<file path="src/hdl/mpr121_pkg.sv">
package mpr121_pkg;

	// ==========================================================================
	// bus constants
	// ==========================================================================

	// ADDR pin tied to 3Vo
	localparam logic [6:0] MPR121_ADDR = 7'h5B;

	// clock cycles per quarter scl period, 125 MHz / (4 * 100 kHz)
	localparam logic [15:0] PRESCALE = 16'd312;

	// bus idle time after the stop, one full scl period
	localparam logic [15:0] SETTLE_CYCLES = PRESCALE * 16'd4;

	// operations in flight between sequencer and engine
	localparam int FIFO_DEPTH = 4;

	// ==========================================================================
	// operation word
	// ==========================================================================

	typedef enum logic [1:0] {
		OP_START = 2'd0, // start or repeated start
		OP_WRITE = 2'd1, // 8 bits out, ack sampled from target
		OP_READ  = 2'd2, // 8 bits in, answered with nack
		OP_STOP  = 2'd3
	} i2c_op_e;

	typedef struct packed {
		i2c_op_e    kind;
		logic [7:0] data; // byte to send, only OP_WRITE looks at it
	} i2c_op_t;

endpackage

</file>
<file path="src/hdl/i2c_op_if.sv">
`timescale 1ns/1ps

// one bus operation with a valid/ready handshake
interface i2c_op_if (
	input logic i_CLK
);
	mpr121_pkg::i2c_op_t op;
	logic                valid; // held with op stable until accepted
	logic                ready;

	// producer side
	modport push (
		input  i_CLK,
		output op,
		output valid,
		input  ready
	);

	// consumer side
	modport pop (
		input  i_CLK,
		input  op,
		input  valid,
		output ready
	);

endinterface

</file>
<file path="src/hdl/i2c_op_fifo.sv">
`timescale 1ns/1ps

module i2c_op_fifo (
	input  logic   i_CLK,
	input  logic   i_RSTN,
	i2c_op_if.pop  in_op,  // from sequencer
	i2c_op_if.push out_op  // to bit engine
);

	mpr121_pkg::i2c_op_t mem [mpr121_pkg::FIFO_DEPTH];

	logic [$clog2(mpr121_pkg::FIFO_DEPTH)-1:0]   wr_ptr;
	logic [$clog2(mpr121_pkg::FIFO_DEPTH)-1:0]   rd_ptr;
	logic [$clog2(mpr121_pkg::FIFO_DEPTH+1)-1:0] count; // 0 .. FIFO_DEPTH
	logic                                        do_push;
	logic                                        do_pop;

	assign in_op.ready  = (count != mpr121_pkg::FIFO_DEPTH);
	assign out_op.valid = (count != 0);
	assign out_op.op    = mem[rd_ptr]; // head entry

	assign do_push = in_op.valid && in_op.ready;
	assign do_pop  = out_op.valid && out_op.ready;

	// storage
	always_ff @(posedge i_CLK)
	begin
		if (do_push)
			mem[wr_ptr] <= in_op.op;
	end

	// pointers and fill level
	always_ff @(posedge i_CLK or negedge i_RSTN)
	begin
		if (!i_RSTN)
		begin
			wr_ptr <= '0;
			rd_ptr <= '0;
			count  <= '0;
		end
		else
		begin
			if (do_push)
				wr_ptr <= (wr_ptr == mpr121_pkg::FIFO_DEPTH - 1) ? '0 : wr_ptr + 1'b1;
			if (do_pop)
				rd_ptr <= (rd_ptr == mpr121_pkg::FIFO_DEPTH - 1) ? '0 : rd_ptr + 1'b1;
			case ({do_push, do_pop})
				2'b10:   count <= count + 1'b1;
				2'b01:   count <= count - 1'b1;
				default: count <= count; // both or none
			endcase
		end
	end

endmodule

</file>
<file path="src/flat_wrapper.sv">
// flat-port wrapper written by rule: the top's interface ports become plain ports
module i2c_op_fifo_flat 
  (i_CLK, i_RSTN, in_op_op, in_op_valid, in_op_ready, out_op_op, out_op_valid, out_op_ready);
  i2c_op_if in_op_i (.i_CLK(i_CLK));
  i2c_op_if out_op_i (.i_CLK(i_CLK));
  input  logic i_CLK;
  input  logic i_RSTN;
  input wire logic [$bits(in_op_i.op)-1:0] in_op_op;
  input wire logic [$bits(in_op_i.valid)-1:0] in_op_valid;
  output wire logic [$bits(in_op_i.ready)-1:0] in_op_ready;
  output wire logic [$bits(out_op_i.op)-1:0] out_op_op;
  output wire logic [$bits(out_op_i.valid)-1:0] out_op_valid;
  input wire logic [$bits(out_op_i.ready)-1:0] out_op_ready;
  assign in_op_i.op = in_op_op;
  assign in_op_i.valid = in_op_valid;
  assign in_op_ready = in_op_i.ready;
  assign out_op_op = out_op_i.op;
  assign out_op_valid = out_op_i.valid;
  assign out_op_i.ready = out_op_ready;
  i2c_op_fifo u_core (.i_CLK(i_CLK), .i_RSTN(i_RSTN), .in_op(in_op_i), .out_op(out_op_i));
endmodule
</file>
<file path="config.mk">
export PLATFORM = sky130hd
export DESIGN_NAME = i2c_op_fifo_flat
export DESIGN_NICKNAME = d
export VERILOG_FILES = /design/src/hdl/mpr121_pkg.sv /design/src/hdl/i2c_op_if.sv /design/src/hdl/i2c_op_fifo.sv /design/src/flat_wrapper.sv
export SDC_FILE = /design/constraint.sdc
export NUM_CORES = 1
export LEC_CHECK = 0
export ABC_AREA = 0
export BUFFER_PORTS_ARGS = -buffer_cell sky130_fd_sc_hd__buf_4
export CAP_MARGIN = 25
export CELL_PAD_IN_SITES_DETAIL_PLACEMENT = 0
export CELL_PAD_IN_SITES_GLOBAL_PLACEMENT = 1
export CORE_MARGIN = 1
export CORE_UTILIZATION = 48
export CTS_CLUSTER_SIZE = 40
export DETAILED_ROUTE_END_ITERATION = 12
export GPL_TIMING_DRIVEN = 0
export HOLD_SLACK_MARGIN = 0.03
export PLACE_DENSITY_LB_ADDON = 0.1
export SYNTH_ARGS = -nofsm -noshare
export SYNTH_HDL_FRONTEND = slang
export SYNTH_SLANG_ARGS = --single-unit
</file>
<file path="constraint.sdc">
create_clock -name i_CLK -period 2.8 [get_ports i_CLK]
set_input_delay 0.28 -clock i_CLK [delete_from_list [all_inputs] [get_ports i_CLK]]
set_output_delay 0.28 -clock i_CLK [all_outputs]
set_load 0.005 [all_outputs]
</file>
==> out/metrics.cfg <==
[logic_synthesis]
ys_seq_elements = 47
async_flop_share = 0.149
synth_top_area_frac = 0.635
synth_area_sq_um = 1890
synth_compound_area_frac = 0
synth_top_family_by_area = multiplexers
ys.flop_type = edfxtp_1
yosys.area_share.simple = 0.0383
synth_common_cells = edfxtp_1, mux4_2, dfrtp_1, inv_1, ha_1
synth.most_common_cell = edfxtp_1
synth-edff-count = 40
ys_types = 19
netlist_instances = 92
synth-seq-area-share = 0.727
synth_fa_ha_area_frac = 0.0502
syn_area_per_cell_sq_um = 20.6
yosysWarnings = 0
syn_nets = 113
yosysTopAreaCell = edfxtp_1
synth-xor-area-share = 0.0139
muxShareOfSynthArea = 0.152
synthTopCellsByArea = edfxtp_1, mux4_2, dfrtp_1, ha_1, and3_2

[global_route]
grt_pass1_vias = 926
overflow = 0
grt_first_pass_wirelength_um = 4490
antenna_found_initial = 0
grt_usage = 0.152
grt_max_degree = 15

[timing]
slew_headroom = 0.591
finalCriticalPeriod_ps = 2200
fin_tns_setup_ps = 0
skew_ps = 6.39
finalCritPeriodShare = 0.785
drv_slew = 0
setup_viol = 0
rsz0062_at_grt = no
finalHoldViolations = 0
max_freq_ghz = 0.455
tightest_slew_ps = 613

[cells_and_area]
area_delta_synth_final_pct = 18.0
nFillCells = 291
diodes = 0
layout-drive-gt1-share = 0.421
nets = 146

[clock_network]
clock_latency_ps = 290
cts_resized = 0
cts_tree = done
cts_buffers = 5
clock-sinks = 47
cts-root-buf = clkbuf_8
postCtsSetupBuffers = 0
clk_pin_slew_worst_paths_ps = 80
cts_buffer_depth = 2
h-tree-depth = 2

[route]
drtAntennaViolNets = 0
wl_per_cell_um = 15.5
dr.pass1.iters = 4
routed_via_density = 5.06
drt-total-wl_um = 2700
drt_iter0_markers = 4
drc = 0
vias = 881

[floorplan]
fp.dieH_um = 64.8
dieArea_sq_um = 4200
num_rows = 22
die_x_um = 64.8
ios = 26
initial_utilization = 0.509
core_sq_um = 3720

[pwr]
leakage_nw = 0.849
p_per_area_nw_per_um2 = 968
peakVddDrop_v = 0.000475
total_power_mw = 2.16

[hold_path]
hp-start = in_op_op[0]
hp-class = in2reg
worstHoldPathCells = 1
whs_endpoint = u_core.mem[3][0]$_DFFE_PP_

[setup_path]
r2r-end = u_core.count[2]$_DFFE_PN0P_
path_cells = or3b_4, and2_4, inv_1, ha_1, inv_1, fa_1, xor2_1, nor2_1, xor2_1
start_kind = flip-flop
slowest_delay_ps = 450
critical_path_required_ps = 3010
cpMaxStageDelayCell = or3b_4
ff2ff_path_depth = 9
end_kind = flip-flop
critPathMaxFanout = 6
reg2reg_slack_ps = 600
cp.arrival_ps = 2410
critPathKind = reg2reg
startpoint = u_core.count[0]$_DFFE_PN0P_
regToRegStartpoint = u_core.count[0]$_DFFE_PN0P_

[outcome]
outcome = finished clean

[placement]
dp_hpwl_um = 1860
io_buffers = 25
routabilityCongestion = 0.753

[run]
maxCapViolations = 0

==> per-stage QoR <==
stage	cells	hold slack (ps)	util	area, sq um	setup slack (ps)
after floorplan	92	-15.6	-	1890	732
after global placement	165	96.2	0.576	2140	667
after detailed placement	165	98.8	0.576	2140	620
after CTS	174	185	0.601	2230	597
after global routing	174	179	0.601	2230	486
final	174	189	0.601	2230	602
==> worst max-delay path, delay by kind of cell, from the launching register on <==
family / cells / cell delay, ps
buffers and inverters: 2 / 110
xor gates and xnor gates: 2 / 310
DFF: 1 / 430
and+or+nand+nor: 3 / 750
adders and majority gates: 2 / 530
==> sequential cells by signal, summed over array words and instances (netlist names) <==
name and flops:
u_core.mem 40, u_core.count 3, u_core.rd_ptr 2, u_core.wr_ptr 2
==> metal layers <==
| metal | global-route usage | part of all wire | vias to the layer above |
|---|---|---|---|
| met5 | 0 | 0 | - |
| met3 | 0.0317 | 0.030 | 4 |
| met4 | 0.0667 | 0.013 | 0 |
| li1 | - | - | 419 |
| met2 | 0.254 | 0.52 | 16 |
| met1 | 0.193 | 0.44 | 442 |
==> worst max path at each step <==
stage | end | slack, ps | cells after the start
floorplan | u_core.count[2]$_DFFE_PN0P_ | 730 | 9
global placement | u_core.count[2]$_DFFE_PN0P_ | 670 | 9
detailed placement | u_core.count[2]$_DFFE_PN0P_ | 620 | 9
CTS | u_core.count[2]$_DFFE_PN0P_ | 600 | 9
global route | u_core.count[2]$_DFFE_PN0P_ | 490 | 9
finish | u_core.count[2]$_DFFE_PN0P_ | 600 | 9
==> cells by family after synthesis <==
kind of cell | after synthesis
xor gates and xnor gates | 3
adders and majority gates | 7
buffers and inverters | 9
DFF | 47
muxes | 15
and+or+nand+nor | 11
==> repair_timing <==
item	4_1_cts	5_1_grt
setup endpoints to repair	0	0
hold buffers	1	0
hold endpoints to repair	7	0
==> layout make-up <==
| cell class | count | area [sq um] | share of cell area |
|---|---|---|---|
| Multi-Input combinational cell | 36 | 482 | 0.216 |
| Sequential cell | 47 | 1380 | 0.616 |
| Clock buffer | 5 | 68.8 | 0.0308 |
| Clock inverter | 3 | 15.0 | 0.00672 |
| Inverter | 7 | 26.3 | 0.0118 |
| Timing Repair Buffer | 26 | 198 | 0.0885 |
| Tap cell | 48 | 60.1 | 0.0269 |
| Buffer | 2 | 8.76 | 0.00392 |
==> where the power goes <==
group / internal (mW) / total, mW / switching (mW)
clock: 0.169 / 0.373 / 0.204
combinational: 0.439 / 0.767 / 0.329
sequential: 0.943 / 1.02 / 0.0794
==> cell usage in the layout, fill, tap and decap left out <==
master / instances
and3_2: 4
or3b_4: 1
xnor2_1: 1
mux4_2: 10
nor2_1: 3
xor2_1: 2
and2_4: 1
buf_2: 1
nand2_1: 1
mux2_2: 2
or3_2: 1
clkbuf_1: 1
dfrtp_1: 7
buf_4: 25
clkinvlp_4: 1
mux2_4: 2
dlygate4sd3_1: 1
fa_1: 1
clkbuf_8: 5
edfxtp_1: 40
clkinv_1: 2
mux2i_1: 1
inv_1: 7
ha_1: 6
No activity file was read; power rests on OpenSTA's default activity.
