`config.mk`:
```
export PLATFORM = sky130hd
export DESIGN_NAME = i2c_bit_engine_flat
export DESIGN_NICKNAME = d
export VERILOG_FILES = /design/src/hdl/mpr121_pkg.sv /design/src/hdl/i2c_op_if.sv /design/src/hdl/i2c_bit_engine.sv /design/src/flat_wrapper.sv
export SDC_FILE = /design/constraint.sdc
export NUM_CORES = 1
export LEC_CHECK = 0
export BUFFER_PORTS_ARGS = -buffer_cell sky130_fd_sc_hd__buf_2
export CAP_MARGIN = 20
export CORE_ASPECT_RATIO = 0.5
export CORE_MARGIN = 2
export CORE_UTILIZATION = 25
export CTS_CLUSTER_DIAMETER = 40
export DETAILED_ROUTE_END_ITERATION = 8
export HOLD_SLACK_MARGIN = 0.06
export RECOVER_POWER = 50
export SKIP_CTS_REPAIR_TIMING = 1
export SLEW_MARGIN = 20
export SYNTH_ARGS = -nofsm -noshare
export SYNTH_HDL_FRONTEND = slang
export SYNTH_SLANG_ARGS = --single-unit
```
`constraint.sdc`:
```
create_clock -name i_CLK -period 3 [get_ports i_CLK]
set_input_delay 0.3 -clock i_CLK [delete_from_list [all_inputs] [get_ports i_CLK]]
set_output_delay 0.3 -clock i_CLK [all_outputs]
set_load 0.01 [all_outputs]
```
`src/hdl/mpr121_pkg.sv`:
```
package mpr121_pkg;

	// ==========================================================================
	// bus constants
	// ==========================================================================

	// ADDR pin tied to 3Vo
	localparam logic [6:0] MPR121_ADDR = 7'h5B;

	// clock cycles per quarter scl period, 125 MHz / (4 * 100 kHz)
	localparam logic [15:0] PRESCALE = 16'd312;

	// bus idle time after the stop, one full scl period
	localparam logic [15:0] SETTLE_CYCLES = PRESCALE * 16'd4;

	// operations in flight between sequencer and engine
	localparam int FIFO_DEPTH = 4;

	// ==========================================================================
	// operation word
	// ==========================================================================

	typedef enum logic [1:0] {
		OP_START = 2'd0, // start or repeated start
		OP_WRITE = 2'd1, // 8 bits out, ack sampled from target
		OP_READ  = 2'd2, // 8 bits in, answered with nack
		OP_STOP  = 2'd3
	} i2c_op_e;

	typedef struct packed {
		i2c_op_e    kind;
		logic [7:0] data; // byte to send, only OP_WRITE looks at it
	} i2c_op_t;

endpackage

```
`src/hdl/i2c_op_if.sv`:
```
`timescale 1ns/1ps

// one bus operation with a valid/ready handshake
interface i2c_op_if (
	input logic i_CLK
);
	mpr121_pkg::i2c_op_t op;
	logic                valid; // held with op stable until accepted
	logic                ready;

	// producer side
	modport push (
		input  i_CLK,
		output op,
		output valid,
		input  ready
	);

	// consumer side
	modport pop (
		input  i_CLK,
		input  op,
		input  valid,
		output ready
	);

endinterface

```
`src/hdl/i2c_bit_engine.sv`:
```
`timescale 1ns/1ps

module i2c_bit_engine (
	input  logic       i_CLK,
	input  logic       i_RSTN,
	i2c_op_if.pop      op_in,
	input  logic       i_scl,
	input  logic       i_sda,
	output logic       o_scl_drive_low,
	output logic       o_sda_drive_low,
	output logic       o_op_done,
	output logic       o_nack,
	output logic [7:0] o_rd_data
);

	typedef enum logic [1:0] {
		ST_IDLE,
		ST_START, // also repeated start
		ST_BITS,  // 8 data bits + ack slot
		ST_STOP
	} state_e;

	state_e      state;
	logic [1:0]  phase;     // quarter of the current scl period
	logic [15:0] q_cnt;
	logic        q_tick;
	logic        hold;
	logic [3:0]  bit_cnt;   // 0..7 data, 8 ack
	logic [7:0]  shreg;
	logic        is_read;
	logic [1:0]  scl_sync;
	logic [1:0]  sda_sync;
	logic        scl_s;
	logic        sda_s;

	assign scl_s = scl_sync[1];
	assign sda_s = sda_sync[1];

	assign op_in.ready = (state == ST_IDLE); // one op at a time
	assign o_rd_data   = shreg;

	// pads are asynchronous to i_CLK
	always_ff @(posedge i_CLK or negedge i_RSTN)
	begin
		if (!i_RSTN)
		begin
			scl_sync <= 2'b11;
			sda_sync <= 2'b11;
		end
		else
		begin
			scl_sync <= {scl_sync[0], i_scl};
			sda_sync <= {sda_sync[0], i_sda};
		end
	end

	// ==========================================================================
	// quarter period timer
	// ==========================================================================

	// high phase starts counting only once scl is really high (stretching)
	assign hold   = (phase == 2'd1) && !scl_s;
	assign q_tick = (q_cnt == mpr121_pkg::PRESCALE - 16'd1);

	always_ff @(posedge i_CLK or negedge i_RSTN)
	begin
		if (!i_RSTN)
			q_cnt <= 16'd0;
		else if ((state == ST_IDLE) || q_tick || hold)
			q_cnt <= 16'd0;
		else
			q_cnt <= q_cnt + 16'd1;
	end

	// ==========================================================================
	// bus sequencing
	// ==========================================================================

	always_ff @(posedge i_CLK or negedge i_RSTN)
	begin
		if (!i_RSTN)
		begin
			state           <= ST_IDLE;
			phase           <= 2'd0;
			bit_cnt         <= 4'd0;
			shreg           <= 8'h00;
			is_read         <= 1'b0;
			o_scl_drive_low <= 1'b0; // both lines released
			o_sda_drive_low <= 1'b0;
			o_op_done       <= 1'b0;
			o_nack          <= 1'b0;
		end
		else
		begin
			o_op_done <= 1'b0;
			if (state == ST_IDLE)
			begin
				if (op_in.valid)
				begin
					phase   <= 2'd0;
					bit_cnt <= 4'd0;
					shreg   <= op_in.op.data;
					is_read <= (op_in.op.kind == mpr121_pkg::OP_READ);
					o_nack  <= 1'b0;
					case (op_in.op.kind)
						mpr121_pkg::OP_START:
						begin
							o_sda_drive_low <= 1'b0; // sda up, scl left as is
							state           <= ST_START;
						end
						mpr121_pkg::OP_STOP:
						begin
							o_sda_drive_low <= 1'b1; // sda low under scl low
							state           <= ST_STOP;
						end
						default:
						begin
							// first bit, msb; a read keeps sda released
							o_sda_drive_low <= (op_in.op.kind == mpr121_pkg::OP_WRITE) &&
								!op_in.op.data[7];
							state           <= ST_BITS;
						end
					endcase
				end
			end
			else if (q_tick)
			begin
				phase <= phase + 2'd1;
				case (phase)
					2'd0: o_scl_drive_low <= 1'b0; // scl up, held by the hold logic
					2'd1:
					begin
						if (state == ST_START)
							o_sda_drive_low <= 1'b1; // sda falls while scl high
						else if (state == ST_STOP)
							o_sda_drive_low <= 1'b0; // sda rises while scl high
						else if (bit_cnt != 4'd8)
							shreg <= {shreg[6:0], sda_s}; // mid-high sample
						else if (!is_read)
							o_nack <= sda_s; // target ack slot
					end
					2'd2:
					begin
						if (state != ST_STOP)
							o_scl_drive_low <= 1'b1;
					end
					default:
					begin
						if ((state == ST_BITS) && (bit_cnt != 4'd8))
						begin
							bit_cnt         <= bit_cnt + 4'd1;
							// next data bit, released for ack or nack slot
							o_sda_drive_low <= !is_read && !shreg[7] && (bit_cnt != 4'd7);
						end
						else
						begin
							o_op_done <= 1'b1;
							state     <= ST_IDLE;
						end
					end
				endcase
			end
		end
	end

endmodule

```
`src/flat_wrapper.sv`:
```
// flat-port wrapper written by rule: the top's interface ports become plain ports
module i2c_bit_engine_flat 
  (i_CLK, i_RSTN, i_scl, i_sda, o_scl_drive_low, o_sda_drive_low, o_op_done, o_nack, o_rd_data, op_in_op, op_in_valid, op_in_ready);
  i2c_op_if op_in_i (.i_CLK(i_CLK));
  input  logic i_CLK;
  input  logic i_RSTN;
  input  logic i_scl;
  input  logic i_sda;
  output logic o_scl_drive_low;
  output logic o_sda_drive_low;
  output logic o_op_done;
  output logic o_nack;
  output logic [7:0] o_rd_data;
  input wire logic [$bits(op_in_i.op)-1:0] op_in_op;
  input wire logic [$bits(op_in_i.valid)-1:0] op_in_valid;
  output wire logic [$bits(op_in_i.ready)-1:0] op_in_ready;
  assign op_in_i.op = op_in_op;
  assign op_in_i.valid = op_in_valid;
  assign op_in_ready = op_in_i.ready;
  i2c_bit_engine u_core (.i_CLK(i_CLK), .i_RSTN(i_RSTN), .op_in(op_in_i), .i_scl(i_scl), .i_sda(i_sda), .o_scl_drive_low(o_scl_drive_low), .o_sda_drive_low(o_sda_drive_low), .o_op_done(o_op_done), .o_nack(o_nack), .o_rd_data(o_rd_data));
endmodule
```
==> results.yml, run 1 <==
setup_path:
  path_class: "flop to flop"
  arrival_ns: 2.31
  crit_path_end_kind: "flop"
  worst_ep_required_time_ns: 3.16
  cp_max_fo: 8
  setup.worst_path.start_class: "flop"
  r2r-end: "u_core.o_rd_data[2]"
  rrSetupSlack_ns: 0.84
  crit_chain: "nor4_4 > and4_1 > a41oi_4 > mux2_4"
  slowest_stage: "and4_1"
  rr_worst_depth: 4
  startpoint: "u_core.q_cnt[7]"
  r2r-start: "u_core.q_cnt[7]"
  slowest_delay_ns: 0.49
cells_and_area:
  antennaDiodeCount: 0
  area_growth_syn_to_layout_pct: 17.1
  drive_gt1_frac: 0.244
  nets: 288
  fillers: 986
job:
  cap_violations: 1
synthesis:
  seq_area_frac_synth: 0.424
  ys_ff_latch: 41
  synthTopCellsByCount: "37 x dfrtp_1, 21 x nor2_1, 16 x ha_1"
  synth_edf_count: 0
  synth_top_area_frac: 0.380
  syn_avg_cell_area_sq_um: 10.6
  netlist_instances: 229
  yosys-top-cells-area: "dfrtp_1 38%, ha_1 8.2%, mux2_4 4.9%"
  synth.yosys.warnings: 0
  yosysTopAreaCell: "dfrtp_1"
  ys_async_sr_fraction: 1.00
  synth_area_sq_um: 2430
  synth_ff_type: "dfrtp_1"
  yosysMostFrequentCell: "dfrtp_1"
  syn_nets: 260
  ys_types: 48
min_path:
  hold_end: "u_core.scl_sync[0]"
  worstHoldPathCells: 1
  hold_class: "input port to flop"
  hold_path.startpoint: "i_scl"
clock_network:
  cts.path.max_buffers: 2
  clk_latency_ns: 0.28
  cts_root_buf: "clkbuf_16"
  cts.sinks: 41
  clk_pin_slew_worst_paths_ns: 0.06
  cts_max_level: 2
  cts-buffers-inserted: 5
  tritoncts: "built"
detailed_routing:
  wirelength_um: 4890
  ant_nets: 0
  wl_per_cell_um: 12.4
  dr.pass1.iters: 4
  drc_errors: 0
  drt-initial-drc-count: 110
  viasPerCell: 4.40
  vias: 1731
floorplanning:
  fp.dieH_um: 73.8
  dieWidth_um: 144
  fp-row-count: 25
  initial_core_util: 0.258
  core_sq_um: 9450
  io_pins: 28
  die_area_sq_um: 10600
sta:
  tightestPinTransition_ns: 2.24
  finalCriticalPeriod_ns: 2.16
  hold_violations: 0
  drv_slew: 42
  slew-limit-headroom: -0.490
  setup_viol: 0
  fin_skew_ns: 0.00723
  whs_ns: 0.115
  fmax_mhz: 464
  tns_ns: 0
  grt_setup_unrepaired: "no"
  post-route-period-util: 0.718
run_status:
  violations: "capacitance limit, slew limit"
  status: "finished with violations"
power:
  p_leak_nw: 1.30
  vdd_drop_max_mv: 0.258
  p_per_area_nw_per_um2: 435
global_routing:
  grt_pass1_vias: 1579
  grt_usage: 0.0950
  antenna_found_initial: 0
  grt_overflow: 0
  grt_max_degree: 42
  grt_first_pass_wirelength_um: 7880
placement:
  portBuffers: 27
  place_hpwl_um: 3550
  gp_congestion: 0.833
## kinds of logic after synthesis
group	share of synthesized area
and+or+nand+nor	0.188
muxes	0.0997
adders and majority gates	0.0823
AOI/OAI and AO/OA	0.112
xor gates and xnor gates	0.0504
DFF	0.424
buffers and inverters	0.0437
## sequential cells by signal (all words and copies together) (netlist names), 2 cells and up
name              count
u_core.q_cnt         16
u_core.bit_cnt        4
u_core.o_rd_data      8
u_core.phase          2
u_core.scl_sync       2
u_core.state          2
u_core.sda_sync       2
## critical path: cells and delay by family, from the launching register on
kind | cells | cell delay, ns
and+or+nand+nor | 2 | 0.89
AOI/OAI and AO/OA | 1 | 0.32
DFF | 1 | 0.46
muxes | 1 | 0.37
## stage by stage
stage | utilization | area (sq um) | setup slack [ns] | std cells | power, W
3_5_place_dp | 0.286 | 2700 | 0.842 | 385 | 0.000710
2_1_floorplan | - | 2430 | 0.994 | 229 | 0.000675
5_1_grt | 0.302 | 2850 | 0.555 | 393 | 0.00130
6_report | 0.302 | 2850 | 0.845 | 393 | 0.00124
3_3_place_gp | 0.286 | 2700 | 0.888 | 385 | 0.000709
4_1_cts | 0.302 | 2850 | 0.830 | 393 | 0.00126
## per-layer routing
metal / global-route usage / wire length (um)
met5: 0 / 0
met2: 0.154 / 2350
met4: 0.0327 / 59
met3: 0.0215 / 109
met1: 0.126 / 2370
## placed cells by master (no fill, tap or decap), drive strengths merged, types with 3 or more instances in the layout
master	synthesis	layout
buf	7	26
and3b	3	3
nand2	12	12
ha	16	16
dfstp	4	4
nand4	6	6
nor2	21	21
a41oi	3	3
o31ai	4	4
o211ai	3	3
nor3	7	7
dfrtp	37	37
or4	3	3
xnor2	10	10
mux2	18	18
nand3	10	10
o31a	4	4
a21oi	6	6
xor2	4	4
o21ai	8	8
nor4	6	6
clkbuf	1	10
inv	14	14
and4	3	3
## report_power, final
group | switching, W | total, W | internal, W
Clock | 0.000211 | 0.000542 | 0.000331
Combinational | 0.0000533 | 0.0000914 | 0.0000381
Sequential | 0.0000294 | 0.000607 | 0.000577
## area by class of cell
| type | instances | area [sq um] | share of cell area |
|---|---|---|---|
| Tap cell | 135 | 169 | 0.0593 |
| Sequential cell | 41 | 1030 | 0.362 |
| Inverter | 15 | 56.3 | 0.0198 |
| Clock inverter | 1 | 7.51 | 0.00264 |
| Timing Repair Buffer | 29 | 146 | 0.0514 |
| Multi-Input combinational cell | 165 | 1300 | 0.455 |
| Clock buffer | 7 | 143 | 0.0501 |
## how the worst max path moves through the flow
stage | to | slack [ns] | cells past startpoint
floorplan | u_core.o_rd_data[0] | 0.99 | 7
global placement | u_core.o_rd_data[1] | 0.89 | 4
finish | u_core.o_rd_data[2] | 0.84 | 4
CTS | u_core.o_rd_data[2] | 0.83 | 4
global route | u_core.o_rd_data[2] | 0.55 | 1
detailed placement | u_core.o_rd_data[2] | 0.84 | 4
(Power assumes the default switching activity.)
==> run 2: changes to the inputs <==
==> constraint.sdc (replaced) <==
create_clock -name i_CLK -period 2.2 [get_ports i_CLK]
set_input_delay 0.22 -clock i_CLK [delete_from_list [all_inputs] [get_ports i_CLK]]
set_output_delay 0.22 -clock i_CLK [all_outputs]
set_load 0.01 [all_outputs]
==> run 2 against run 1 <==
The flow now finishes without violations; sequential power up 34%; sequential cell count unchanged; die area is the same; clock skew hardly changed; power grew 35%.
==> results.yml, run 2 (synthesis gave the netlist of run 1 again) <==
clock_network:
  cts.path.max_buffers: 2
  clk_pin_slew_worst_paths_ns: 0.06
  clk_latency_ns: 0.28
  cts_max_level: 2
  tritoncts: "built"
  cts.sinks: 41
  cts-buffers-inserted: 5
  cts_root_buf: "clkbuf_16"
sta:
  setup_viol: 0
  fmax_mhz: 484
  tightestPinTransition_ns: 1.05
  drv_slew: 0
  fin_skew_ns: 0.00731
  grt_setup_unrepaired: "no"
  hold_violations: 0
  finalCriticalPeriod_ns: 2.07
  tns_ns: 0
  post-route-period-util: 0.940
  slew-limit-headroom: 0.301
power:
  p_per_area_nw_per_um2: 574
  p_total_w: 0.00168
  combPwrFrac: 0.093
  p_switching_w: 0.000399
  vdd_drop_max_mv: 0.288
  p_seq_frac: 0.486
  p_leak_nw: 1.31
  clkPwrFrac: 0.421
  p_int_w: 0.00128
  p_sw_frac: 0.238
floorplanning:
  io_pins: 28
  fp.dieH_um: 73.8
  dieWidth_um: 144
  core_sq_um: 9450
  initial_core_util: 0.258
  die_area_sq_um: 10600
  fp-row-count: 25
cells_and_area:
  top_register: "u_core.q_cnt"
  antennaDiodeCount: 0
  fillers: 987
  drive_gt1_frac: 0.222
  fin_area_sq_um: 2920
  multiInputGateArea_sq_um: 1300
  largest_reg_flops: 16
  final-seq-area_sq_um: 1030
  area_growth_syn_to_layout_pct: 19.9
  mostFrequentLayoutCells: "37 x dfrtp_1, 21 x nor2_1, 16 x ha_1, 16 x clkbuf_1"
  nets: 300
  mostFrequentLayoutCell: "dfrtp_1"
global_routing:
  grt_max_degree: 25
  grt_first_pass_wirelength_um: 8430
  grt_overflow: 0
  grt_usage: 0.103
  antenna_found_initial: 0
  grt_pass1_vias: 1725
setup_path:
  cp_max_fo: 8
  path_class: "flop to flop"
  worst_ep_required_time_ns: 2.36
  arrival_ns: 2.23
  crit_path_end_kind: "flop"
  setup.worst_path.start_class: "flop"
detailed_routing:
  dr.pass1.iters: 4
  ant_nets: 0
  wirelength_um: 5090
  wl_per_cell_um: 12.6
  vias: 1803
  viasPerCell: 4.45
  drt-initial-drc-count: 114
  drc_errors: 0
placement:
  portBuffers: 27
  place_hpwl_um: 3710
  gp_congestion: 0.751
  placed_area_sq_um: 2770
job:
  cap_violations: 0
min_path:
  hold_class: "input port to flop"
run_status:
  status: "finished clean"
run 2: changes by cell type in the layout (fill, tap and decap cells not counted):
| cell | previous run | this run |
|---|---|---|
| buf_2 | 24 | 14 |
| clkbuf_8 | 1 | 0 |
| clkinvlp_4 | 1 | 0 |
| buf_4 | 2 | 10 |
| dlygate4sd3_1 | 0 | 3 |
| clkbuf_1 | 4 | 16 |
| clkbuf_2 | 0 | 1 |
run 2: worst max-delay path, cell delays in order, from the launching register on:
cell and delay [ns]:
dfrtp_1 0.37, inv_1 0.10, ha_1 0.30, nand2_1 0.16
a211oi_1 0.48, a41oi_4 0.17, mux2_4 0.37
run 2: routing by layer:
metal,vias to the layer above,global-route usage,routed length (um)
met1,876,0.130,2420
met3,8,0.0222,122
met5,-,0,0
met4,0,0.0403,91
met2,21,0.173,2450
li1,898,-,-
run 2: metrics by stage:
stage	hold WS, ns	utilization	setup slack (ns)	std cells
finish	0.297	0.309	0.132	405
global route	0.308	0.309	0.00234	405
CTS	-0.105	0.308	0.145	402
detailed placement	0.190	0.293	0.165	394
global placement	0.190	0.293	0.218	394
floorplan	-0.0756	-	0.194	229
run 2: worst paths after layout:
path	from	endpoint	slack, ns	cells past startpoint
worst max-delay path	u_core.state[0]	u_core.o_rd_data[1]	0.13	6
worst min register to register	u_core.scl_sync[0]	u_core.scl_sync[1]	0.35	0
worst max register to register	u_core.state[0]	u_core.o_rd_data[1]	0.13	6
worst min-delay path	op_in_op[5]	u_core.o_rd_data[5]	0.30	3
max in group asynchronous	i_RSTN	u_core.o_rd_data[3]	0.41	3
min in group asynchronous	i_RSTN	u_core.q_cnt[14]	0.64	2
run 2: area by class of cell:
type                    instances  area share
flip-flops and latches         41       0.353
inverters                      15      0.0193
clock buffers                   8      0.0467
multi-input cells             165       0.444
well taps                     135      0.0579
repair buffers                 41      0.0785
run 2: power by group through the flow:
stage,clock network [W],logic [W],registers [W]
global placement,0,0.000152,0.000827
global route,0.000760,0.000178,0.000818
detailed placement,0,0.000155,0.000828
finish,0.000705,0.000156,0.000814
CTS,0.000722,0.000156,0.000814
floorplan,0,0.000103,0.000817
