## config.mk

```make
export PLATFORM = sky130hd
export DESIGN_NAME = mpr121_sequencer_flat
export DESIGN_NICKNAME = d
export VERILOG_FILES = /design/src/hdl/mpr121_pkg.sv /design/src/hdl/i2c_op_if.sv /design/src/hdl/mpr121_sequencer.sv /design/src/flat_wrapper.sv
export SDC_FILE = /design/constraint.sdc
export NUM_CORES = 1
export LEC_CHECK = 0
export ABC_CLOCK_PERIOD_IN_PS = 2300
export BUFFER_PORTS_ARGS = -buffer_cell sky130_fd_sc_hd__clkbuf_2
export CELL_PAD_IN_SITES_DETAIL_PLACEMENT = 1
export CELL_PAD_IN_SITES_GLOBAL_PLACEMENT = 2
export CORE_MARGIN = 2
export CORE_UTILIZATION = 32
export DETAILED_ROUTE_END_ITERATION = 10
export PLACE_DENSITY_LB_ADDON = 0.1
export SYNTH_ARGS = -nofsm -noshare
export SYNTH_HDL_FRONTEND = slang
export SYNTH_SLANG_ARGS = --single-unit
```

## constraint.sdc

```tcl
create_clock -name i_CLK -period 2.3 [get_ports i_CLK]
set_clock_uncertainty 0.1 [all_clocks]
set_input_delay 0.345 -clock i_CLK [delete_from_list [all_inputs] [get_ports i_CLK]]
set_output_delay 0.345 -clock i_CLK [all_outputs]
set_load 0.02 [all_outputs]
```

## src/hdl/mpr121_pkg.sv

```systemverilog
package mpr121_pkg;

	// ==========================================================================
	// bus constants
	// ==========================================================================

	// ADDR pin tied to 3Vo
	localparam logic [6:0] MPR121_ADDR = 7'h5B;

	// clock cycles per quarter scl period, 125 MHz / (4 * 100 kHz)
	localparam logic [15:0] PRESCALE = 16'd312;

	// bus idle time after the stop, one full scl period
	localparam logic [15:0] SETTLE_CYCLES = PRESCALE * 16'd4;

	// operations in flight between sequencer and engine
	localparam int FIFO_DEPTH = 4;

	// ==========================================================================
	// operation word
	// ==========================================================================

	typedef enum logic [1:0] {
		OP_START = 2'd0, // start or repeated start
		OP_WRITE = 2'd1, // 8 bits out, ack sampled from target
		OP_READ  = 2'd2, // 8 bits in, answered with nack
		OP_STOP  = 2'd3
	} i2c_op_e;

	typedef struct packed {
		i2c_op_e    kind;
		logic [7:0] data; // byte to send, only OP_WRITE looks at it
	} i2c_op_t;

endpackage

```

## src/hdl/i2c_op_if.sv

```systemverilog
`timescale 1ns/1ps

// one bus operation with a valid/ready handshake
interface i2c_op_if (
	input logic i_CLK
);
	mpr121_pkg::i2c_op_t op;
	logic                valid; // held with op stable until accepted
	logic                ready;

	// producer side
	modport push (
		input  i_CLK,
		output op,
		output valid,
		input  ready
	);

	// consumer side
	modport pop (
		input  i_CLK,
		input  op,
		input  valid,
		output ready
	);

endinterface

```

## src/hdl/mpr121_sequencer.sv

```systemverilog
`timescale 1ns/1ps

module mpr121_sequencer (
	input  logic       i_CLK,
	input  logic       i_RSTN,
	input  logic [7:0] i_reg_addr,
	input  logic [7:0] i_data_in,
	input  logic       i_write_en,
	input  logic       i_read_en,
	output logic [7:0] o_data_out,
	output logic       o_busy,
	output logic       o_fail,
	i2c_op_if.push     op_out,
	input  logic       i_op_done,
	input  logic       i_nack,
	input  logic [7:0] i_rd_data
);

	typedef enum logic [1:0] {
		ST_IDLE,
		ST_RUN,    // pushing ops and counting them back
		ST_SETTLE, // bus idle wait after the stop
		ST_HOLD    // wait for host to drop its enables
	} state_e;

	state_e              state;
	logic                is_read;
	logic [2:0]          push_idx;   // next op in the list
	logic [2:0]          done_cnt;   // ops finished by the engine
	logic [2:0]          n_ops;
	logic [15:0]         settle_cnt;
	logic                fail_acc;   // sticky nack during the transfer
	logic [7:0]          reg_addr_q;
	logic [7:0]          data_q;
	logic [7:0]          addr_byte;
	mpr121_pkg::i2c_op_t next_op;

	// write: S, addr+W, reg, data, P
	// read:  S, addr+W, reg, Sr, addr+R, rd, P
	assign n_ops = is_read ? 3'd7 : 3'd5;

	// R/W bit set only for the addr byte after the repeated start
	assign addr_byte = {mpr121_pkg::MPR121_ADDR, is_read && (push_idx == 3'd4)};

	// ==========================================================================
	// op list
	// ==========================================================================

	always_comb
	begin
		next_op.kind = mpr121_pkg::OP_STOP;
		next_op.data = 8'h00;
		case (push_idx)
			3'd0: next_op.kind = mpr121_pkg::OP_START;
			3'd1:
			begin
				next_op.kind = mpr121_pkg::OP_WRITE;
				next_op.data = addr_byte;
			end
			3'd2:
			begin
				next_op.kind = mpr121_pkg::OP_WRITE;
				next_op.data = reg_addr_q; // register pointer
			end
			3'd3:
			begin
				if (is_read)
				begin
					next_op.kind = mpr121_pkg::OP_START; // repeated start
				end
				else
				begin
					next_op.kind = mpr121_pkg::OP_WRITE;
					next_op.data = data_q;
				end
			end
			3'd4:
			begin
				if (is_read)
				begin
					next_op.kind = mpr121_pkg::OP_WRITE;
					next_op.data = addr_byte;
				end
			end
			3'd5: next_op.kind = mpr121_pkg::OP_READ;
			default: next_op.kind = mpr121_pkg::OP_STOP;
		endcase
	end

	assign op_out.op    = next_op;
	assign op_out.valid = (state == ST_RUN) && (push_idx != n_ops);

	// request capture, taken on the accepting edge
	always_ff @(posedge i_CLK)
	begin
		if (state == ST_IDLE)
		begin
			reg_addr_q <= i_reg_addr;
			data_q     <= i_data_in;
		end
	end

	// ==========================================================================
	// control
	// ==========================================================================

	always_ff @(posedge i_CLK or negedge i_RSTN)
	begin
		if (!i_RSTN)
		begin
			state      <= ST_IDLE;
			is_read    <= 1'b0;
			push_idx   <= 3'd0;
			done_cnt   <= 3'd0;
			settle_cnt <= 16'd0;
			fail_acc   <= 1'b0;
			o_busy     <= 1'b0;
			o_fail     <= 1'b0;
			o_data_out <= 8'h00;
		end
		else
		begin
			case (state)
				ST_IDLE:
				begin
					if (i_write_en || i_read_en)
					begin
						is_read  <= !i_write_en; // write wins
						push_idx <= 3'd0;
						done_cnt <= 3'd0;
						fail_acc <= 1'b0;
						o_fail   <= 1'b0;
						o_busy   <= 1'b1;
						state    <= ST_RUN;
					end
				end
				ST_RUN:
				begin
					if (op_out.valid && op_out.ready)
						push_idx <= push_idx + 3'd1;
					if (i_op_done)
					begin
						done_cnt <= done_cnt + 3'd1;
						fail_acc <= fail_acc | i_nack; // no abort, stop still goes out
						if (is_read && (done_cnt == 3'd5)) // the OP_READ slot
							o_data_out <= i_rd_data;
						if (done_cnt == n_ops - 3'd1)
						begin
							settle_cnt <= 16'd0;
							state      <= ST_SETTLE;
						end
					end
				end
				ST_SETTLE:
				begin
					if (settle_cnt == mpr121_pkg::SETTLE_CYCLES - 16'd1)
					begin
						o_busy <= 1'b0;
						o_fail <= fail_acc;
						state  <= ST_HOLD;
					end
					else
					begin
						settle_cnt <= settle_cnt + 16'd1;
					end
				end
				ST_HOLD:
				begin
					if (!i_write_en && !i_read_en)
						state <= ST_IDLE;
				end
				default: state <= ST_IDLE;
			endcase
		end
	end

endmodule

```

## src/flat_wrapper.sv

```systemverilog
// flat-port wrapper written by rule: the top's interface ports become plain ports
module mpr121_sequencer_flat 
  (i_CLK, i_RSTN, i_reg_addr, i_data_in, i_write_en, i_read_en, o_data_out, o_busy, o_fail, i_op_done, i_nack, i_rd_data, op_out_op, op_out_valid, op_out_ready);
  i2c_op_if op_out_i (.i_CLK(i_CLK));
  input  logic i_CLK;
  input  logic i_RSTN;
  input  logic [7:0] i_reg_addr;
  input  logic [7:0] i_data_in;
  input  logic i_write_en;
  input  logic i_read_en;
  output logic [7:0] o_data_out;
  output logic o_busy;
  output logic o_fail;
  input  logic i_op_done;
  input  logic i_nack;
  input  logic [7:0] i_rd_data;
  output wire logic [$bits(op_out_i.op)-1:0] op_out_op;
  output wire logic [$bits(op_out_i.valid)-1:0] op_out_valid;
  input wire logic [$bits(op_out_i.ready)-1:0] op_out_ready;
  assign op_out_op = op_out_i.op;
  assign op_out_valid = op_out_i.valid;
  assign op_out_i.ready = op_out_ready;
  mpr121_sequencer u_core (.i_CLK(i_CLK), .i_RSTN(i_RSTN), .i_reg_addr(i_reg_addr), .i_data_in(i_data_in), .i_write_en(i_write_en), .i_read_en(i_read_en), .o_data_out(o_data_out), .o_busy(o_busy), .o_fail(o_fail), .op_out(op_out_i), .i_op_done(i_op_done), .i_nack(i_nack), .i_rd_data(i_rd_data));
endmodule
```

==> results of run 1 <==
## report_power, final
group          leakage (nW)  switching, mW  internal (mW)
registers             0.628          0.202           1.24
clock network        0.0452          0.337          0.223
logic                 0.956           1.22          0.968
total                  1.63           1.76           2.43
## area by class of cell
cell class | count | area [um2] | share of cell area
Clock buffer | 5 | 68.8 | 0.0182
Clock inverter | 3 | 25.0 | 0.00662
Inverter | 12 | 45.0 | 0.0119
Multi-Input combinational cell | 202 | 1570 | 0.415
Sequential cell | 52 | 1380 | 0.366
Tap cell | 108 | 135 | 0.0357
Timing Repair Buffer | 85 | 556 | 0.147
## registers in the layout (all words and copies together) (netlist names)
| signal | count |
|---|---|
| u_core.data_q | 8 |
| u_core.done_cnt | 3 |
| u_core.fail_acc | 1 |
| u_core.is_read | 1 |
| u_core.o_busy | 1 |
| u_core.o_data_out | 8 |
| u_core.o_fail | 1 |
| u_core.push_idx | 3 |
| u_core.reg_addr_q | 8 |
| u_core.settle_cnt | 16 |
| u_core.state | 2 |
## layer usage
metal  part of all wire  routed length [um]  track usage
met5                  0                   0            0
met4             0.0065                  53       0.0379
met2               0.49                3960        0.296
met1               0.48                3930        0.236
met3              0.027                 221       0.0213
## metrics by stage
step | utilization | hold slack, ns
after detailed placement | 0.395 | 0.339
after global routing | 0.433 | 0.0837
final | 0.433 | 0.101
after CTS | 0.418 | 0.0817
after floorplan | - | -0.0506
after global placement | 0.395 | 0.339
## cell usage in the layout, fill, tap and decap left out, types with 3 or more instances in the layout
cell,synthesis,routed
mux2i_1,8,8
a22o_1,5,5
nor2_1,19,18
ha_4,0,4
clkbuf_2,1,41
clkbuf_8,0,5
ha_2,0,3
dfrtp_1,36,35
nor2b_1,7,5
a21oi_1,18,16
and3_1,6,6
nand4_1,6,6
nand3_1,11,11
inv_2,0,3
edfxtp_1,16,16
nand2_1,24,24
inv_1,12,9
o21ai_0,13,13
a22oi_1,10,3
a21oi_2,1,3
ha_1,13,6
mux2_2,11,11
buf_4,0,39
a31oi_1,7,6
a22oi_2,0,7
## logic make-up (layout without fill, tap and decap cells)
family / after synthesis / count (layout)
flops: 52 / 52
buf+inv: 24 / 105
fa+ha+maj: 13 / 13
xor+xnor: 2 / 2
compound gates: 71 / 71
simple gates: 96 / 96
mux: 20 / 20
## path summary, 6_finish.rpt
kind                                            start                    to  slack (ns)  cells after the start
max in group asynchronous                      i_RSTN    u_core.push_idx[1]        1.20                      3
worst min register to register   u_core.o_data_out[1]  u_core.o_data_out[1]        0.42                      1
min in group asynchronous                      i_RSTN         u_core.o_fail        0.51                      3
worst min-delay path                    i_reg_addr[3]  u_core.reg_addr_q[3]        0.10                      1
worst max-delay path               u_core.push_idx[0]          op_out_op[4]        0.03                      6
worst max register to register  u_core.settle_cnt[14]       u_core.state[1]        0.12                      4
## repair_timing
item                                    in CTS  in global routing
buffers inserted                             3                  2
gates cloned                                 0                  0
resized for setup                           17                 40
pin swaps                                    2                 14
hold buffers                                 1                  0
endpoints found under the setup margin      10                 16
hold endpoints to repair                    31                  0
## critical path, stage by stage (launching register included)
cell and delay, ns:
dfrtp_1 0.44, ha_4 0.20, ha_4 0.15, nor2b_4 0.32, a22oi_2 0.10, a21oi_1 0.15
buf_4 0.16
==> results.ini, run 1 <==
[route]
wire_per_inst_um=17.5
firstDrtPassIters=4
viasPerCell=5.27
postRouteWirelength_mm=8.16
ant_nets=0
vias=2463
first_iter_violations=79
drc=0

[clock_tree]
clk_path_buf_depth=2
clk_latency_ns=0.31
root_buffer=clkbuf_8
cts_sinks=52
htreeDepth=2
clk_pin_slew_worst_paths_ns=0.11
cts_tree=built
cts_buffers=5

[worst_hold_path]
hp-class=in -> reg

[global_route]
grt_pass1_wl_mm=13.6
grt_use_total=0.173
grt_pass1_vias=2616
grt_max_degree=37
antenna_found_initial=0
grt-ovfl-total=0

[run]
maxCapViolations=0

[setup_path]
path_class=reg -> out
cp-start-kind=flop
critPathArrivalTime_ns=1.82
crit_path_end_kind=output port
crit_path_max_fanout=8
required_ns=1.86

[floorplanning]
die_y_um=98.7
dieWidth_um=98.7
die_area_mm2=0.00974
floorplan.initialDensity=0.329
fp.coreArea_mm2=0.00872
rows=34
ios=52

[power]
total_power_mw=4.19
irDropWorstVdd_uv=302
power.leakage_nw=1.63
power_density_mw_per_mm2=1110

[logic_synthesis]
ys_seq_area_frac=0.481
synth_compound_area_frac=0.163
synth_top_area_frac=0.314
synth_cells=278
synth-edff-count=16
yosys.area_share.simple=0.184
syn_nets=322
synth_top_family_by_area=simple AND/OR/NAND/NOR gates
synth.largest_area_cell=dfrtp_1
synth_most_common_cell=dfrtp_1
syn-cell-area_mm2=0.00287
synth.mux.area_fraction=0.0750
synth_cell_type_count=52
synthAdderAreaFrac=0.0567
syn_area_per_cell_um2=10.3
synth_top_cells_by_count=dfrtp_1, nand2_1, nor2_1
synth-xor-area-share=0.00610
synth_flop_cell=dfrtp_1
ys_top_cells_by_area=dfrtp_1, edfxtp_1, ha_1
synthArstFlopShare=0.692
synth-seq-cells=52
ys_warn_count=0

[final_layout]
nNetsFinal=402
final_cells=467
fin_area_mm2=0.00378
fillers=986
area_growth_pct=31.7
layout-drive-gt1-share=0.393
diodes=0

[timing]
timing.final.ws_setup_ns=0.0332
fin_crit_sh=0.986
fmaxAchievable_mhz=441
setup_viol=0
hold_viol=0
rsz0062_at_grt=yes
slew_headroom=0.661
tightest_slew_ns=0.508
drv_slew=0
finalSetupTns_ns=0
fin_crit_ns=2.27

[run_status]
status=complete, no violations

[place]
dp_hpwl_mm=6.04
placed_cells=455
dp_slack_ns=0.124
placed_area_mm2=0.00344
port_buffers=51
gp_congestion=0.808

Note: power is estimated with default switching activity, not from simulation.
==> run 2, diff against run 1 <==
ABC_CLOCK_PERIOD_IN_PS = 1800   (was 2300)
clock period = 1.8 ns   (was 2.3 ns; I/O delays follow)
==> results.ini, run 2 (synthesis gave the netlist of run 1 again) <==
[global_route]
antenna_found_initial=0  ; unchanged
grt_pass1_vias=2995  ; +14%
grt_max_degree=37  ; unchanged
grt_pass1_wl_mm=15.1  ; +12%
grt-ovfl-total=0  ; unchanged
grt_use_total=0.194  ; +0.0215

[run_status]
status=complete, but fails checks
failed_checks=negative setup slack

[floorplanning]
die_area_mm2=0.00974  ; unchanged
rows=34  ; unchanged
fp.coreArea_mm2=0.00872  ; unchanged
dieWidth_um=98.7  ; unchanged
die_y_um=98.7  ; unchanged
floorplan.initialDensity=0.329  ; unchanged
ios=52  ; unchanged

[power]
irDropWorstVdd_uv=886  ; +190%
power.leakage_nw=2.07  ; +27%
pwr-share-seq=0.262  ; -0.082
power_density_mw_per_mm2=1480  ; +33%
p_sw_frac=0.400  ; -0.0200
switchingPower_mw=2.80  ; +59%
internal_power_mw=4.19  ; +73%
clkPwrFrac=0.102  ; -0.031
comb_power_share=0.636  ; +0.113

[place]
port_buffers=51  ; unchanged
placed_area_mm2=0.00401  ; +16%
gp_congestion=0.784  ; -2.9%
placed_cells=505  ; +11%
dp_hpwl_mm=6.64  ; +9.8%

[final_layout]
final_cells=535  ; +15%
diodes=0  ; unchanged
layout-drive-gt1-share=0.600  ; +0.207
largest_reg_flops=16  ; unchanged
area_growth_pct=64.7
layout_common_cells=buf_4, clkbuf_2, dfrtp_1, nand2_1, buf_6
layout_commonest_cell=buf_4
top_register=u_core.settle_cnt
nNetsFinal=470  ; +17%
fin_area_mm2=0.00473  ; +25%

[route]
drc=0  ; unchanged
viasPerCell=5.11  ; -3.0%
postRouteWirelength_mm=9.01  ; +10%
wire_per_inst_um=16.8  ; -3.6%
vias=2736  ; +11%
firstDrtPassIters=4  ; unchanged
ant_nets=0  ; unchanged
first_iter_violations=89  ; +13%

[timing]
hold_viol=0  ; unchanged
fin_crit_ns=2.21
drv_slew=0  ; unchanged
fmaxAchievable_mhz=452
tightest_slew_ns=0.495  ; -0.0131 ns
slew_headroom=0.670  ; +0.00874
setup_viol=31  ; +31
timing.final.ws_setup_ns=-0.411  ; -0.444 ns
fin_crit_sh=1.23
rsz0062_at_grt=yes

[worst_hold_path]
worstHoldStart=i_data_in[2]
min_path_cells=1  ; unchanged
hp-class=in -> reg

[clock_tree]
cts_tree=built
clk_path_buf_depth=2  ; unchanged
root_buffer=clkbuf_8
clk_latency_ns=0.31  ; about the same
htreeDepth=2  ; unchanged
cts_buffers=5  ; unchanged
cts_sinks=52  ; unchanged
clk_pin_slew_worst_paths_ns=0.10  ; about the same

[setup_path]
crit_path_max_fanout=8  ; unchanged
crit_path_cell_trace=ha_4, buf_6, o41ai_4, buf_12, a21oi_2, buf_4
required_ns=1.43  ; -0.43 ns
path_class=reg -> out
cp-start-kind=flop
cp-startpoint=u_core.push_idx[0]
reg2regPathDepth=4  ; unchanged
critPathArrivalTime_ns=1.84  ; +0.02 ns
crit_path_end_kind=output port
slowest_delay_ns=0.46  ; +0.02 ns
slowest_stage=dfrtp_2
r2r_start=u_core.settle_cnt[15]

[run]
maxCapViolations=0  ; unchanged

-- run 2: layout make-up --
cell class,instances,area (um2)
repair buffers,153,1170
well taps,108,135
clock inverters,3,25.0
multi-input cells,202,1900
fillers,964,3990
flip-flops and latches,52,1390
clock buffers,5,68.8
inverters,12,48.8
-- run 2: metal layers --
| layer | vias to the layer above | track usage | routed length (um) |
|---|---|---|---|
| met5 | - | 0 | 0 |
| met4 | 0 | 0.0443 | 67 |
| met3 | 4 | 0.0298 | 201 |
| met2 | 32 | 0.342 | 4590 |
| met1 | 1368 | 0.253 | 4160 |
| li1 | 1332 | - | - |
-- run 2: per-stage QoR --
stage	total power, mW	setup slack, ns	hold WS, ns	utilization	setup TNS [ns]
after floorplan	3.71	-0.275	-0.126	-	-0.868
after global placement	5.11	-0.265	0.261	0.459	-4.57
after detailed placement	5.21	-0.294	0.267	0.459	-5.68
after CTS	6.84	-0.427	0.0167	0.522	-5.73
after global routing	7.46	-0.497	0.0100	0.542	-8.29
final	6.99	-0.411	0.0236	0.542	-5.73
-- run 2: what timing repair did --
action,4_1_cts,5_1_grt
setup endpoints to repair,39,43
gates resized for setup,68,47
hold buffers,1,0
pin swaps,18,24
buffers inserted,16,7
endpoints found under the hold margin,36,0
-- run 2: worst max-delay path: cells and delay by family (launching register included) --
kind	cells	cell delay, ns
compound gates	2	0.41
fa+ha+maj	1	0.19
flops	1	0.46
buf+inv	3	0.45
-- run 2: power groups by stage --
| stage | Clock, mW | Sequential (mW) | Combinational (mW) |
|---|---|---|---|
| after floorplan | 0 | 1.87 | 1.84 |
| final | 0.711 | 1.83 | 4.45 |
| after detailed placement | 0 | 1.84 | 3.37 |
| after global routing | 0.783 | 1.88 | 4.80 |
| after global placement | 0 | 1.82 | 3.29 |
| after CTS | 0.741 | 1.82 | 4.28 |
-- run 2: worst paths after layout --
check / endpoint / slack, ns
worst max-delay path: op_out_op[4] / -0.41
worst min-delay path: u_core.data_q[2] / 0.02
worst max register to register: u_core.state[1] / -0.30
worst min register to register: u_core.o_data_out[6] / 0.41
max in group asynchronous: u_core.state[0] / 0.80
min in group asynchronous: u_core.is_read / 0.43
==> run 3, diff against run 2 <==
SETUP_SLACK_MARGIN = 0.5   (was default)
==> results.ini, run 3 (synthesis gave the netlist of run 1 again) <==
[run_status]
status=complete, but fails checks
failed_checks=negative setup slack

[floorplanning]
ios=52  ; unchanged
die_area_mm2=0.00974  ; unchanged
dieWidth_um=98.7  ; unchanged
die_y_um=98.7  ; unchanged
rows=34  ; unchanged
fp.coreArea_mm2=0.00872  ; unchanged
floorplan.initialDensity=0.329  ; unchanged

[power]
power_density_mw_per_mm2=1560  ; +5.2%
clkPwrFrac=0.085  ; -0.017
internal_power_mw=4.96  ; +18%
pwr-share-seq=0.228  ; -0.034
power.leakage_nw=2.25  ; +9.2%
total_power_mw=8.12  ; +16%
p_sw_frac=0.390  ; -0.0107
comb_power_share=0.687  ; +0.051
irDropWorstVdd_uv=916  ; +3.4%
switchingPower_mw=3.17  ; +13%

[place]
dp_slack_ns=-0.303  ; -0.00916 ns
placed_cells=500  ; -0.99%
placed_area_mm2=0.00412  ; +2.9%
gp_congestion=0.763  ; -2.7%
port_buffers=51  ; unchanged
dp_hpwl_mm=6.60  ; -0.50%

[timing]
rsz0062_at_grt=yes
slew_headroom=0.655  ; -0.0145
tightest_slew_ns=0.517  ; +0.0218 ns
setup_viol=40  ; +29%
hold_viol=0  ; unchanged
fin_crit_ns=2.27  ; +0.0597 ns
timing.final.ws_setup_ns=-0.470  ; -0.0597 ns
holdWs_ns=0.0298  ; +0.00615 ns
fin_crit_sh=1.26  ; +0.0332
fmaxAchievable_mhz=440  ; -2.6%
finalSetupTns_ns=-6.71  ; -0.974 ns
drv_slew=0  ; unchanged

[setup_path]
cp-start-kind=flop
cp-startpoint=u_core.push_idx[0]
r2r_start=u_core.settle_cnt[5]
required_ns=1.43  ; about the same
crit_path_max_fanout=3  ; -5
critPathArrivalTime_ns=1.90  ; +0.06 ns
crit_path_end_kind=output port
path_class=reg -> out

[route]
first_iter_violations=82  ; -7.9%
ant_nets=0  ; unchanged
vias=2889  ; +5.6%
firstDrtPassIters=4  ; unchanged
postRouteWirelength_mm=9.87  ; +9.6%
viasPerCell=5.22  ; +2.2%
wire_per_inst_um=17.9  ; +6.0%
drc=0  ; unchanged

[clock_tree]
cts_sinks=52  ; unchanged
root_buffer=clkbuf_8
cts_tree=built
htreeDepth=2  ; unchanged
clk_latency_ns=0.31  ; about the same
cts_buffers=5  ; unchanged
clk_pin_slew_worst_paths_ns=0.10  ; about the same
clk_path_buf_depth=2  ; unchanged

[global_route]
grt_use_total=0.205  ; +0.0102
grt_pass1_vias=3120  ; +4.2%
grt_pass1_wl_mm=15.9  ; +5.5%
antenna_found_initial=0  ; unchanged
grt_max_degree=37  ; unchanged
grt-ovfl-total=0  ; unchanged

[worst_hold_path]
hp-class=in -> reg
worstHoldStart=i_data_in[4]

[final_layout]
layout_commonest_cell=buf_4
layout-drive-gt1-share=0.661  ; +0.0611
final_cells=553  ; +3.4%
layout_common_cells=buf_4, clkbuf_2, buf_6, dfrtp_1, nand2_1
largest_reg_flops=16  ; unchanged
fin_util=0.599  ; +0.0567
area_growth_pct=81.9
diodes=0  ; unchanged
fin_area_mm2=0.00522  ; +10%
fillers=915  ; -5.1%
top_register=u_core.settle_cnt
nNetsFinal=488  ; +3.8%

[run]
maxCapViolations=0  ; unchanged

[run 3: final timing paths]
kind | endpoint | slack [ns] | cells after the start
max in group asynchronous | u_core.push_idx[2] | 0.76 | 3
hold reg to reg | u_core.o_data_out[4] | 0.42 | 1
setup reg to reg | u_core.state[1] | -0.28 | 4
hold / removal | u_core.data_q[4] | 0.03 | 1
min in group asynchronous | u_core.o_busy | 0.45 | 3
setup / recovery | op_out_op[8] | -0.47 | 8
[run 3: final cells by class]
| class | instances | area [um2] | share of cell area |
|---|---|---|---|
| Tap cell | 108 | 135 | 0.0259 |
| Inverter | 12 | 61.3 | 0.0117 |
| Clock inverter | 3 | 21.3 | 0.00407 |
| Timing Repair Buffer | 171 | 1520 | 0.290 |
| Sequential cell | 52 | 1390 | 0.266 |
| Clock buffer | 5 | 68.8 | 0.0132 |
| Multi-Input combinational cell | 202 | 2030 | 0.388 |
[run 3: routing by layer]
layer	share of wire	track usage	vias to the layer above
li1	-	-	1369
met1	0.43	0.263	1466
met2	0.53	0.368	46
met3	0.029	0.0305	8
met4	0.0090	0.0379	0
met5	0	0	-
[run 3: repair_timing]
item                       CTS  global route
gates resized for setup     92            55
setup endpoints to repair   63            64
pin swaps                   30            20
buffers inserted            27            14
hold buffers                 1             0
cloned                       3             0
hold endpoints to repair    36             0
[run 3: power by group through the flow]
stage	Clock [mW]	Sequential, mW	Combinational [mW]
2_1_floorplan	0	1.91	2.13
3_3_place_gp	0	1.85	3.47
3_5_place_dp	0	1.87	3.53
4_1_cts	0.721	1.84	5.00
5_1_grt	0.758	1.88	5.97
6_report	0.693	1.85	5.58
[run 3: critical path, cell delays in order (launching register included)]
cell,delay (ns)
dfrtp_2,0.44
buf_6,0.12
ha_4,0.15
ha_4,0.16
buf_6,0.12
mux2i_2,0.21
nor2_1,0.10
a31oi_4,0.16
buf_8,0.13
